File: src/hw/term_pkg.sv
`default_nettype none

package term_pkg;

	localparam int cols = 16;
	localparam int rows = 8;

	typedef logic [3:0] col_t;
	typedef logic [2:0] row_t;

	localparam logic [7:0] blank_attr = 8'h07;

	typedef struct packed {
		logic [7:0] attr;
		logic [7:0] ch;
	} cell_t;

	localparam cell_t blank_cell = '{attr: blank_attr, ch: 8'h20};  // what erased cells hold

	typedef cell_t [cols-1:0] line_t;  // cell 0 is the leftmost column

	typedef enum logic [2:0] {
		put_char,
		erase_line,
		erase_chars,
		insert_chars,
		delete_chars,
		insert_lines,
		delete_lines,
		erase_display
	} cmd_op_t;

	typedef struct packed {
		cmd_op_t    op;
		row_t       row;
		col_t       col;
		logic [7:0] count;  // repeat count or erase mode
		logic [7:0] ch;
		logic [7:0] attr;
	} term_cmd_t;

	typedef enum logic [1:0] {
		line_edit,
		line_scroll,
		row_clear
	} job_kind_t;

	typedef struct packed {
		job_kind_t  kind;
		row_t       row;
		col_t       col_lo;       // inclusive
		col_t       col_hi;
		logic [4:0] shift;        // 0 .. cols
		logic       shift_right;
		cell_t      fill;
		row_t       row_lo;       // rows touched by clears and scrolls
		row_t       row_hi;
		logic       scroll_down;
		logic [3:0] step;         // rows to scroll
	} edit_job_t;

endpackage

`default_nettype wire
File: src/hw/term_text_top.sv
`timescale 1ns/1ns
`default_nettype none

module term_text_top (
	input  logic                clk,
	input  logic                rst,
	input  logic                cmd_valid,
	output logic                cmd_ready,
	input  term_pkg::term_cmd_t cmd,
	input  term_pkg::row_t      disp_addr,
	output term_pkg::line_t     disp_line,
	output logic                idle
);
	import term_pkg::*;

	logic      job_valid;
	logic      job_ready;
	edit_job_t job;
	row_t      ram_addr;
	logic      ram_we;
	line_t     ram_wdata;
	line_t     ram_rdata;
	logic      pending;
	logic      busy;

	assign idle = !pending && !busy;  // nothing held and nothing running

	cmd_decode decode_i (
		.clk       (clk),
		.rst       (rst),
		.cmd_valid (cmd_valid),
		.cmd_ready (cmd_ready),
		.cmd       (cmd),
		.job_valid (job_valid),
		.job_ready (job_ready),
		.job       (job),
		.pending   (pending)
	);

	text_sequencer seq_i (
		.clk       (clk),
		.rst       (rst),
		.job_valid (job_valid),
		.job_ready (job_ready),
		.job       (job),
		.ram_addr  (ram_addr),
		.ram_we    (ram_we),
		.ram_wdata (ram_wdata),
		.ram_rdata (ram_rdata),
		.busy      (busy)
	);

	text_ram ram_i (
		.clk       (clk),
		.addr      (ram_addr),
		.we        (ram_we),
		.wdata     (ram_wdata),
		.rdata     (ram_rdata),
		.disp_addr (disp_addr),
		.disp_line (disp_line)
	);

endmodule

`default_nettype wire

File: src/hw/text_ram.sv
`timescale 1ns/1ns
`default_nettype none

module text_ram (
	input  logic            clk,
	input  term_pkg::row_t  addr,
	input  logic            we,
	input  term_pkg::line_t wdata,
	output term_pkg::line_t rdata,
	input  term_pkg::row_t  disp_addr,
	output term_pkg::line_t disp_line
);
	import term_pkg::*;

	line_t mem [rows];

	// edit port reads the old contents when it writes the same row
	always_ff @(posedge clk)
	begin
		if (we)
			mem[addr] <= wdata;
		rdata <= mem[addr];
	end

	always_ff @(posedge clk)
	begin
		disp_line <= mem[disp_addr];  // scanner port, read only
	end

endmodule

`default_nettype wire

File: src/hw/text_sequencer.sv
`timescale 1ns/1ns
`default_nettype none

module text_sequencer (
	input  logic                clk,
	input  logic                rst,
	input  logic                job_valid,
	output logic                job_ready,
	input  term_pkg::edit_job_t job,
	output term_pkg::row_t      ram_addr,
	output logic                ram_we,
	output term_pkg::line_t     ram_wdata,
	input  term_pkg::line_t     ram_rdata,
	output logic                busy
);
	import term_pkg::*;

	typedef enum logic [2:0] {
		st_idle,
		st_edit_rd,   // address the line
		st_edit_cap,  // capture the old line
		st_edit_wr,
		st_copy_rd,
		st_copy_wr,
		st_clear
	} state_t;

	state_t     state;
	edit_job_t  job_q;
	row_t       row_q;     // copy destination or row being cleared
	row_t       row_end;   // last row of the clear span
	line_t      line_q;
	line_t      new_line;
	line_t      blank_line;
	row_t       copy_src;
	row_t       copy_last;
	row_t       clr_lo;
	row_t       clr_hi;
	logic [3:0] survive;   // rows that move in a scroll

	assign blank_line = {cols{blank_cell}};
	assign survive = 4'(rows) - {1'b0, job.row_lo} - job.step;

	// a downward scroll copies bottom up, an upward one top down
	always_comb
	begin
		if (job_q.scroll_down)
		begin
			copy_src = row_t'({1'b0, row_q} - job_q.step);
			copy_last = row_t'({1'b0, job_q.row_lo} + job_q.step);
			clr_lo = job_q.row_lo;
			clr_hi = row_t'({1'b0, job_q.row_lo} + job_q.step - 4'd1);
		end
		else
		begin
			copy_src = row_t'({1'b0, row_q} + job_q.step);
			copy_last = row_t'(4'(rows - 1) - job_q.step);
			clr_lo = row_t'(4'(rows) - job_q.step);
			clr_hi = row_t'(rows - 1);
		end
	end

	line_rewrite rewrite_i (
		.old_line    (line_q),
		.col_lo      (job_q.col_lo),
		.col_hi      (job_q.col_hi),
		.shift       (job_q.shift),
		.shift_right (job_q.shift_right),
		.fill        (job_q.fill),
		.new_line    (new_line)
	);

	always_ff @(posedge clk or posedge rst)
	begin
		if (rst)
			state <= st_idle;
		else
		begin
			case (state)
				st_idle:
					if (job_valid)
					begin
						case (job.kind)
							line_edit:
								state <= st_edit_rd;
							line_scroll:
								state <= (survive == 4'd0) ? st_clear : st_copy_rd;
							default:
								state <= st_clear;
						endcase
					end
				st_edit_rd:
					state <= st_edit_cap;
				st_edit_cap:
					state <= st_edit_wr;
				st_edit_wr:
					state <= st_idle;
				st_copy_rd:
					state <= st_copy_wr;
				st_copy_wr:
					state <= (row_q == copy_last) ? st_clear : st_copy_rd;
				st_clear:
					state <= (row_q == row_end) ? st_idle : st_clear;
				default:
					state <= st_idle;
			endcase
		end
	end

	always_ff @(posedge clk)
	begin
		case (state)
			st_idle:
				if (job_valid)
				begin
					job_q <= job;
					row_q <= job.row_lo;
					row_end <= job.row_hi;
					if (job.kind == line_scroll && job.scroll_down && survive != 4'd0)
						row_q <= row_t'(rows - 1);
				end
			st_edit_cap:
				line_q <= ram_rdata;
			st_copy_wr:
				if (row_q == copy_last)
				begin
					row_q <= clr_lo;  // on to the vacated rows
					row_end <= clr_hi;
				end
				else if (job_q.scroll_down)
					row_q <= row_q - 3'd1;
				else
					row_q <= row_q + 3'd1;
			st_clear:
				row_q <= row_q + 3'd1;
			default:
				;
		endcase
	end

	assign job_ready = (state == st_idle);
	assign busy = (state != st_idle);
	assign ram_we = (state == st_edit_wr) || (state == st_copy_wr) || (state == st_clear);

	always_comb
	begin
		case (state)
			st_copy_rd:
				ram_addr = copy_src;
			st_copy_wr, st_clear:
				ram_addr = row_q;
			default:
				ram_addr = job_q.row;
		endcase

		case (state)
			st_copy_wr:
				ram_wdata = ram_rdata;  // source row read in the previous cycle
			st_clear:
				ram_wdata = blank_line;
			default:
				ram_wdata = new_line;
		endcase
	end

endmodule

`default_nettype wire

File: src/hw/line_rewrite.sv
`timescale 1ns/1ns
`default_nettype none

module line_rewrite (
	input  term_pkg::line_t old_line,
	input  term_pkg::col_t  col_lo,
	input  term_pkg::col_t  col_hi,
	input  logic [4:0]      shift,
	input  logic            shift_right,
	input  term_pkg::cell_t fill,
	output term_pkg::line_t new_line
);
	import term_pkg::*;

	// each column picks its source cell, then range checks decide keep, move or fill
	always_comb
	begin
		int src;
		int lo;
		int hi;

		lo = int'(col_lo);
		hi = int'(col_hi);
		for (int i = 0; i < cols; i++)
		begin
			if (shift_right)
				src = i - int'(shift);
			else
				src = i + int'(shift);

			if (i < lo || i > hi)
				new_line[i] = old_line[i];  // outside the edited span
			else if (shift == 5'd0)
				new_line[i] = fill;  // plain erase or put
			else if (src < lo || src > hi)
				new_line[i] = fill;  // vacated by the shift
			else
				new_line[i] = old_line[src[3:0]];
		end
	end

endmodule

`default_nettype wire

File: src/hw/cmd_decode.sv
`timescale 1ns/1ns
`default_nettype none

module cmd_decode (
	input  logic                clk,
	input  logic                rst,
	input  logic                cmd_valid,
	output logic                cmd_ready,
	input  term_pkg::term_cmd_t cmd,
	output logic                job_valid,
	input  logic                job_ready,
	output term_pkg::edit_job_t job,
	output logic                pending
);
	import term_pkg::*;

	edit_job_t  base;
	edit_job_t  first_job;
	edit_job_t  second_job;
	edit_job_t  next_job;    // second half of a split erase_display
	logic       has_second;
	logic       next_valid;
	logic       drop;
	logic       active;      // high from the first edge after reset
	logic       accept;
	logic [7:0] cnt;
	logic [7:0] ch_fix;
	logic [8:0] end_col;
	logic [3:0] avail;       // rows from the cursor row down

	assign accept = cmd_valid && cmd_ready;
	assign cmd_ready = active && (!job_valid || (job_ready && !next_valid));
	assign pending = job_valid;

	always_comb
	begin
		cnt = (cmd.count == 8'd0) ? 8'd1 : cmd.count;
		ch_fix = (cmd.ch == 8'd0) ? 8'h20 : cmd.ch;
		end_col = {5'd0, cmd.col} + {1'b0, cnt} - 9'd1;
		avail = 4'(rows) - {1'b0, cmd.row};

		base = '0;
		base.kind = line_edit;
		base.row = cmd.row;
		base.col_lo = cmd.col;
		base.col_hi = col_t'(cols - 1);
		base.fill = blank_cell;
		base.row_lo = cmd.row;
		base.row_hi = row_t'(rows - 1);

		first_job = base;
		second_job = base;
		has_second = 1'b0;
		drop = 1'b0;

		// the partial line shared by erase_line and erase_display
		second_job.col_lo = (cmd.count != 8'd0) ? 4'd0 : cmd.col;
		second_job.col_hi = (cmd.count != 8'd1) ? col_t'(cols - 1) : cmd.col;

		case (cmd.op)
			put_char:
			begin
				drop = ch_fix < 8'h20;  // control codes leave the screen alone
				first_job.col_hi = cmd.col;
				first_job.fill = '{attr: cmd.attr, ch: ch_fix};
			end
			erase_line:
				first_job = second_job;
			erase_chars:
				first_job.col_hi = (end_col > 9'(cols - 1)) ? col_t'(cols - 1) : end_col[3:0];
			insert_chars, delete_chars:
			begin
				first_job.shift = (cnt >= 8'(cols)) ? 5'(cols) : cnt[4:0];
				first_job.shift_right = (cmd.op == insert_chars);
			end
			insert_lines, delete_lines:
			begin
				first_job.kind = line_scroll;
				first_job.scroll_down = (cmd.op == insert_lines);
				first_job.step = (cnt > {4'd0, avail}) ? avail : cnt[3:0];
			end
			erase_display:
			begin
				first_job.kind = row_clear;
				if (cmd.count >= 8'd2)
					first_job.row_lo = 3'd0;
				else if (cmd.count == 8'd0)
				begin
					first_job.row_lo = cmd.row + 3'd1;
					has_second = (cmd.row != row_t'(rows - 1));
				end
				else
				begin
					first_job.row_lo = 3'd0;
					first_job.row_hi = cmd.row - 3'd1;
					has_second = (cmd.row != 3'd0);
				end
				// cursor on the edge row leaves only the partial line
				if (cmd.count < 8'd2 && !has_second)
					first_job = second_job;
			end
			default:
				drop = 1'b1;
		endcase
	end

	always_ff @(posedge clk or posedge rst)
	begin
		if (rst)
		begin
			active <= 1'b0;
			job_valid <= 1'b0;
			next_valid <= 1'b0;
		end
		else
		begin
			active <= 1'b1;
			if (job_valid && job_ready)
			begin
				job_valid <= next_valid;  // stays up when a second part follows
				next_valid <= 1'b0;
			end
			if (accept && !drop)
			begin
				job_valid <= 1'b1;
				next_valid <= has_second;
			end
		end
	end

	always_ff @(posedge clk)
	begin
		if (job_valid && job_ready && next_valid)
			job <= next_job;
		if (accept && !drop)
		begin
			job <= first_job;
			next_job <= second_job;
		end
	end

endmodule

`default_nettype wire

File: config.mk
export PLATFORM = sky130hd
export DESIGN_NAME = term_text_top
export DESIGN_NICKNAME = d
export VERILOG_FILES = /design/src/hw/term_pkg.sv /design/src/hw/term_text_top.sv /design/src/hw/text_ram.sv /design/src/hw/text_sequencer.sv /design/src/hw/line_rewrite.sv /design/src/hw/cmd_decode.sv
export SDC_FILE = /design/constraint.sdc
export NUM_CORES = 2
export LEC_CHECK = 0
export BUFFER_PORTS_ARGS = -buffer_cell sky130_fd_sc_hd__buf_2
export CAP_MARGIN = 20
export CORE_MARGIN = 1.5
export CORE_UTILIZATION = 60
export CTS_BUF_LIST = sky130_fd_sc_hd__clkbuf_4
export DETAILED_ROUTE_END_ITERATION = 8
export PLACE_DENSITY = 0.77
export SYNTH_ARGS = -nofsm -noshare
export SYNTH_HDL_FRONTEND = slang
export SYNTH_SLANG_ARGS = --single-unit
File: constraint.sdc
create_clock -name clk -period 21 [get_ports clk]
set_clock_uncertainty 0.1 [all_clocks]
set_input_delay 2.1 -clock clk [delete_from_list [all_inputs] [get_ports clk]]
set_output_delay 2.1 -clock clk [all_outputs]
set_load 0.02 [all_outputs]
== Yosys cells after proc, flatten, opt, wreduce, memory -nomap -nowiden ==
Memories as Yosys holds them, arrays and structs flattened. A register that Yosys moved wholly into a read port is not among the register bits.
Index checks and enable logic that the tools add are counted.

* Register bits: 365
* RAM bits: 2048
* Output and inout port bits: 258
* Logic and storage cells: 431
* Memories kept: 1

{| class="wikitable"
|+ Memory list
! memory !! depth !! width !! rd ports !! clocked after memory_dff !! wr ports !! RTL line !! source
|-
| ram_i.mem || 8 || 256 || 2 || 2 || 1 || text_ram.sv:15 || <nowiki>line_t mem [rows];</nowiki>
|}

* Add/subtract/negate cells: 46
* Order comparisons: 84
* Equal/unequal tests: 20
* Multiplexer cells: 148
* Reduce and logical (&&, ||, !) cells: 69

{| class="wikitable"
|+ Operators by type and width
! operator !! number
|-
| binary-select mux 16 bit (select 4 bit) || 16
|-
| two-way mux 16 bit || 64
|-
| > comparator 32 x 5 -> 1 bit || 16
|-
| less-than comparator 32 x 5 -> 1 bit || 16
|-
| two-way mux 32 bit || 16
|-
| case mux 256 bit (2 select lines) || 1
|-
| two-way mux 46 bit || 3
|-
| less-than comparator 4 x 5 -> 1 bit (second input constant) || 16
|-
| adder 4 x 5 -> 6 bit (first input constant) || 8
|-
| two-way mux 3 bit || 16
|-
| subtractor 4 x 5 -> 6 bit (first input constant) || 8
|-
| logical OR 1 bit || 33
|-
| > comparator 4 bit (first input constant) || 8
|-
| case mux 16 bit (2 select lines) || 1
|-
| less-than comparator 4 bit (first input constant) || 7
|-
| adder 3 x 5 -> 6 bit (first input constant) || 4
|-
| subtractor 3 x 5 -> 6 bit (first input constant) || 4
|-
| equality test 3 bit (second input constant) || 7
|-
| case mux 3 bit (2 select lines) || 3
|-
| case mux 3 bit (6 select lines) || 1
|-
| > comparator 3 x 4 -> 1 bit (first input constant) || 4
|-
| zero test 8 bit || 2
|-
| less-than comparator 3 x 4 -> 1 bit (first input constant) || 4
|-
| two-way mux 4 bit || 4
|-
| other kinds (55) || 105
|}

== Logic depth before layout (Yosys ltp) ==
* Depth in word-level cells: 9
* Mapped depth: 19
* Gate-level depth less buffers: 15

== Modules after synthesis ==
From an unflattened synthesis, not the netlist that was laid out.

* Cells, all modules: 9586
* Area, all modules: 141923.6 µm²

{| class="wikitable"
|+ Modules (own cells, without submodules)
! module !! times used !! cells each !! area an instance (µm²) !! seq. area each (µm²)
|-
| text_ram || 1 || 5495 || 103585.6 || 71748.8
|-
| line_rewrite || 1 || 2888 || 22151.2 || 0.0
|-
| text_sequencer || 1 || 898 || 12842.3 || 9143.8
|-
| cmd_decode || 1 || 304 || 3340.7 || 1786.7
|-
| term_text_top || 1 || 1 || 3.8 || 0.0
|}

== Worst setup path before layout ==
Ideal clock, no wire load.

* Path kind: register to register
* From: register seq_i.state[2]
* To: register seq_i.line_q[0] in the netlist's numbering (enable)
* Setup time: 1.188 ns
* Data arrival time: 18.120 ns
* Slack: 1.592 ns
* Stages on the path, launching flop included: 5
* Path buffers: 3
* Period minus slack after synthesis: 19.408 ns
* Cells stage by stage: dfrtp_1 > buf_2 > clkbuf_1 > buf_1 > nor3_1

* Word-level cells in the longest chain between the ends: 1

{| class="wikitable"
|+ Ends and longest elaborated chain
! what !! RTL line !! source
|-
| start: declaration || text_sequencer.sv:28 || <nowiki>state_t state;</nowiki>
|-
| start signal: assignment || text_sequencer.sv:76 || <nowiki>state <= st_idle;</nowiki>
|-
| start signal: assignment || text_sequencer.sv:85 || <nowiki>state <= st_edit_rd;</nowiki>
|-
| start signal: assignment || text_sequencer.sv:87 || <nowiki>state <= (survive == 4'd0) ? st_clear : st_copy_rd;</nowiki>
|-
| equality test 3 x 2 -> 1 bit || text_sequencer.sv:112 || <nowiki>case (state)</nowiki>
|-
| end signal: assignment || text_sequencer.sv:123 || <nowiki>line_q <= ram_rdata;</nowiki>
|-
| end: declaration || text_sequencer.sv:32 || <nowiki>line_t line_q;</nowiki>
|}

No other way between the ends.
A chain may end at the register's enable or synchronous reset.

== Worst setup path after layout ==
* From: register seq_i.job_q[0] in the netlist's numbering
* To: memory ram_i.mem[6][226] in the netlist's numbering (enable)

* Word-level cells in the longest chain between the ends: 3
* Elaborated cells between the ends (all ways): 4
* Those cells by class: add/sub: 2; mux: 2

{| class="wikitable"
|+ Ends and longest elaborated chain
! what !! RTL line !! source
|-
| start: declaration || text_sequencer.sv:29 || <nowiki>edit_job_t job_q;</nowiki>
|-
| start signal: assignment || text_sequencer.sv:116 || <nowiki>job_q <= job;</nowiki>
|-
| adder 3 bit or subtractor 3 bit (tied branches) || text_sequencer.sv:56, text_sequencer.sv:49 ||
|-
| two-way mux 3 bit * || text_sequencer.sv:47 || <nowiki>if (job_q.scroll_down)</nowiki>
|-
| case mux 3 bit (2 select lines) * || text_sequencer.sv:147 || <nowiki>case (state)</nowiki>
|-
| end: declaration || text_ram.sv:15 ||
|}

Every way passes the cells marked *; elsewhere a longest branch is shown, timed or not.

==> metrics.cfg <==
[layout]
area_delta_synth_final_pct = 9.94
fin_util = 0.663
regArea_um2 = 82700
multiInputGateArea_um2 = 52400
fill_cells = 15800
nets = 10400
final_cells = 13900
drive_above_1_share = 0.274

[clock_tree]
clkTransAtPathRegs_ns = 0.07
ctsHoldBuffers = 0
root_buffer = clkbuf_4
ctsResizeCount = 0
htree_levels = 6
clk_latency_ns = 1.60
cts_setup_buffers = 0
cts_num_sinks = 2925
cts_tree = built
clock_path_buffers = 4
numCtsBuffers = 720

[timing]
maxSlewHeadroom = 0.0583
rsz0062_at_grt = false
whs_ns = 0.285
fmax_ghz = 0.137
setup_viol = 0
slew_violations = 0
fin_crit_sh = 0.347
setup_slack_ns = 13.71
tns_ns = 0
period_minus_slack_ns = 7.29
finalHoldViolCount = 0
tightest_slew_ns = 1.41

[setup_path]
reg2reg_setup_slack_ns = 13.71
critPathKind = reg -> reg
cp_max_fo = 54
worstReg2RegStart = seq_i.job_q[0]
crit_path_end_kind = register
critPathRequiredTime_ns = 22.01
crit_path_start = seq_i.job_q[0]
crit_arrival_ns = 8.31
r2r_cells = 14
r2r_end = ram_i.mem[6][226]
startpoint_type = register
critPathCapture = ram_i.mem[6][226]

[detailed_routing]
avgViaCountPerCell = 7.02
wirelength_um = 495000
drt_iter0_markers = 14400
vias = 97400
drt-wirelength-per-cell_um = 35.7
drt.antenna.violating_nets = 0
drt_first_pass_iters = 9
drcViolationCount = 4

[place]
preCtsSetupSlack_ns = 13.90
post-dp-hpwl_um = 327000
dp_cells = 12500
place_congestion = 1.08
port_buffers = 297

[synthesis]
syn_nets = 9822
avgSynthCellArea_um2 = 14.3
synth_largest_area_cell = edfxtp_1
synth-edff-count = 2407
synth-seq-cells = 2925
yosysWarnings = 0
syn-cell-area_um2 = 138000
synth_cell_type_count = 88
synth_flop_cell = edfxtp_1
seq_area_frac_synth = 0.597
synth.most_common_cell = edfxtp_1
synth_area_leaders = edfxtp_1 52%, mux4_2 12%, dfxtp_1 7.4%, mux2i_1 6.4%, nand2_1 3.7%
synth_top_cell_area_share = 0.522
async_flop_share = 0.00205
postSynthCellCount = 9670
ys_top_cells_by_count = 2407 x edfxtp_1, 1360 x nand2_1, 890 x mux2i_1

[global_route]
grt_pass1_vias = 93300
grt_max_degree = 128
grt_overflow = 0
antenna_found_initial = 40
grt_pass1_wl_um = 692000
grt_usage = 0.418

[floorplan]
rows = 176
die-width_um = 483
num_io_pins = 298
dieArea_um2 = 234000
coreArea_um2 = 230000
start_util = 0.603
die_h_um = 483

[pwr]
sw_frac_of_total = 0.443
p_switching_uw = 12300
pwr-share-seq = 0.367
p_int_uw = 15500
power.leakage_uw = 0.0559
p_per_area_nw_per_um2 = 183
p_comb_frac = 0.462
power.share.clock = 0.171
ir_worst_vdd_uv = 179

[outcome]
failed_checks = design-rule violations
outcome = complete, but fails checks

[min_path]
hold_class = reg -> reg
whs_path_depth = 0

[flow_run]
max_cap_viol_count = 0

[cell families (layout without fill, tap and decap cells)]
kind of cell	after synthesis	after routing	share of synthesized area
AOI/OAI and AO/OA	1750	1750	0.0830
xor gates and xnor gates	47	47	0.00334
adders and majority gates	112	112	0.0103
buffers and inverters	835	1968	0.0275
DFF	2925	2925	0.597
muxes	2064	2064	0.221
other	1	34	0.0000271
and+or+nand+nor	1936	1936	0.0578
[sequential cells by signal (all words and copies together), names as in the netlist, 11 cells and up]
name	flops
seq_i.line_q	256
decode_i.next_job	11
decode_i.job	46
ram_i.mem	2048
seq_i.job_q	40
ram_i.disp_line	256
ram_i.rdata	256
[power by group through the flow]
stage | Sequential, µW | Clock [µW] | Combinational (µW)
floorplan | 10400 | 0 | 7450
global placement | 10100 | 0 | 12100
detailed placement | 10200 | 0 | 12300
CTS | 10100 | 4810 | 12400
global route | 10300 | 5100 | 13200
finish | 10200 | 4770 | 12900
[through the flow]
step | power (µW) | instance area, µm²
floorplan | 17800 | 138000
global placement | 22300 | 143000
detailed placement | 22600 | 143000
CTS | 27300 | 152000
global route | 28600 | 152000
finish | 27800 | 152000
[critical path, stage by stage, from the launching register on]
cell,delay (ns)
edfxtp_1,0.43
inv_1,0.07
ha_1,0.30
mux2_2,0.29
fa_1,0.39
xnor3_1,0.39
a21oi_1,0.13
nor2_4,0.12
buf_4,0.60
nand2_4,0.54
nor2_4,0.24
buf_4,0.44
buf_4,0.86
buf_4,0.89
buf_4,0.76
[cell type report]
cell class                      count  share of cell area
Sequential cell                  2925               0.543
Multi-Input combinational cell   5910               0.344
Clock buffer                     1059              0.0522
Tap cell                         3026              0.0249
Timing Repair Buffer              561              0.0244
Clock inverter                    252             0.00842
Inverter                           96             0.00241
Antenna cell                       33            0.000542
[worst min path at each step]
stage,from,end,slack [ns]
floorplan,decode_i.job[11],seq_i.job_q[11],0.30
global placement,decode_i.job[33],seq_i.job_q[33],0.30
detailed placement,decode_i.job[25],seq_i.job_q[25],0.30
CTS,ram_i.rdata[177],seq_i.line_q[177],0.27
global route,ram_i.rdata[64],seq_i.line_q[64],0.28
finish,ram_i.rdata[18],seq_i.line_q[18],0.29
[metal layers]
metal | part of all wire | GRT usage | vias up
li1 | - | - | 39500
met1 | 0.36 | 0.550 | 48700
met2 | 0.44 | 0.607 | 7689
met3 | 0.13 | 0.133 | 1432
met4 | 0.070 | 0.260 | 24
met5 | 0.00037 | 0 | -
[placed cells by master, fill, tap and decap left out, drive strengths merged, types with 69 or more instances in the layout]
| master | instances |
|---|---|
| a211o | 136 |
| a211oi | 69 |
| a21oi | 605 |
| a221o | 89 |
| a22o | 98 |
| and3 | 81 |
| buf | 548 |
| clkbuf | 1071 |
| clkinv | 229 |
| dfxtp | 512 |
| edfxtp | 2407 |
| ha | 108 |
| inv | 104 |
| mux2 | 421 |
| mux2i | 891 |
| mux4 | 752 |
| nand2 | 1360 |
| nor2 | 236 |
| nor3 | 97 |
| o21ai | 319 |
| o221ai | 74 |
Power figures use the tool's default switching activity.
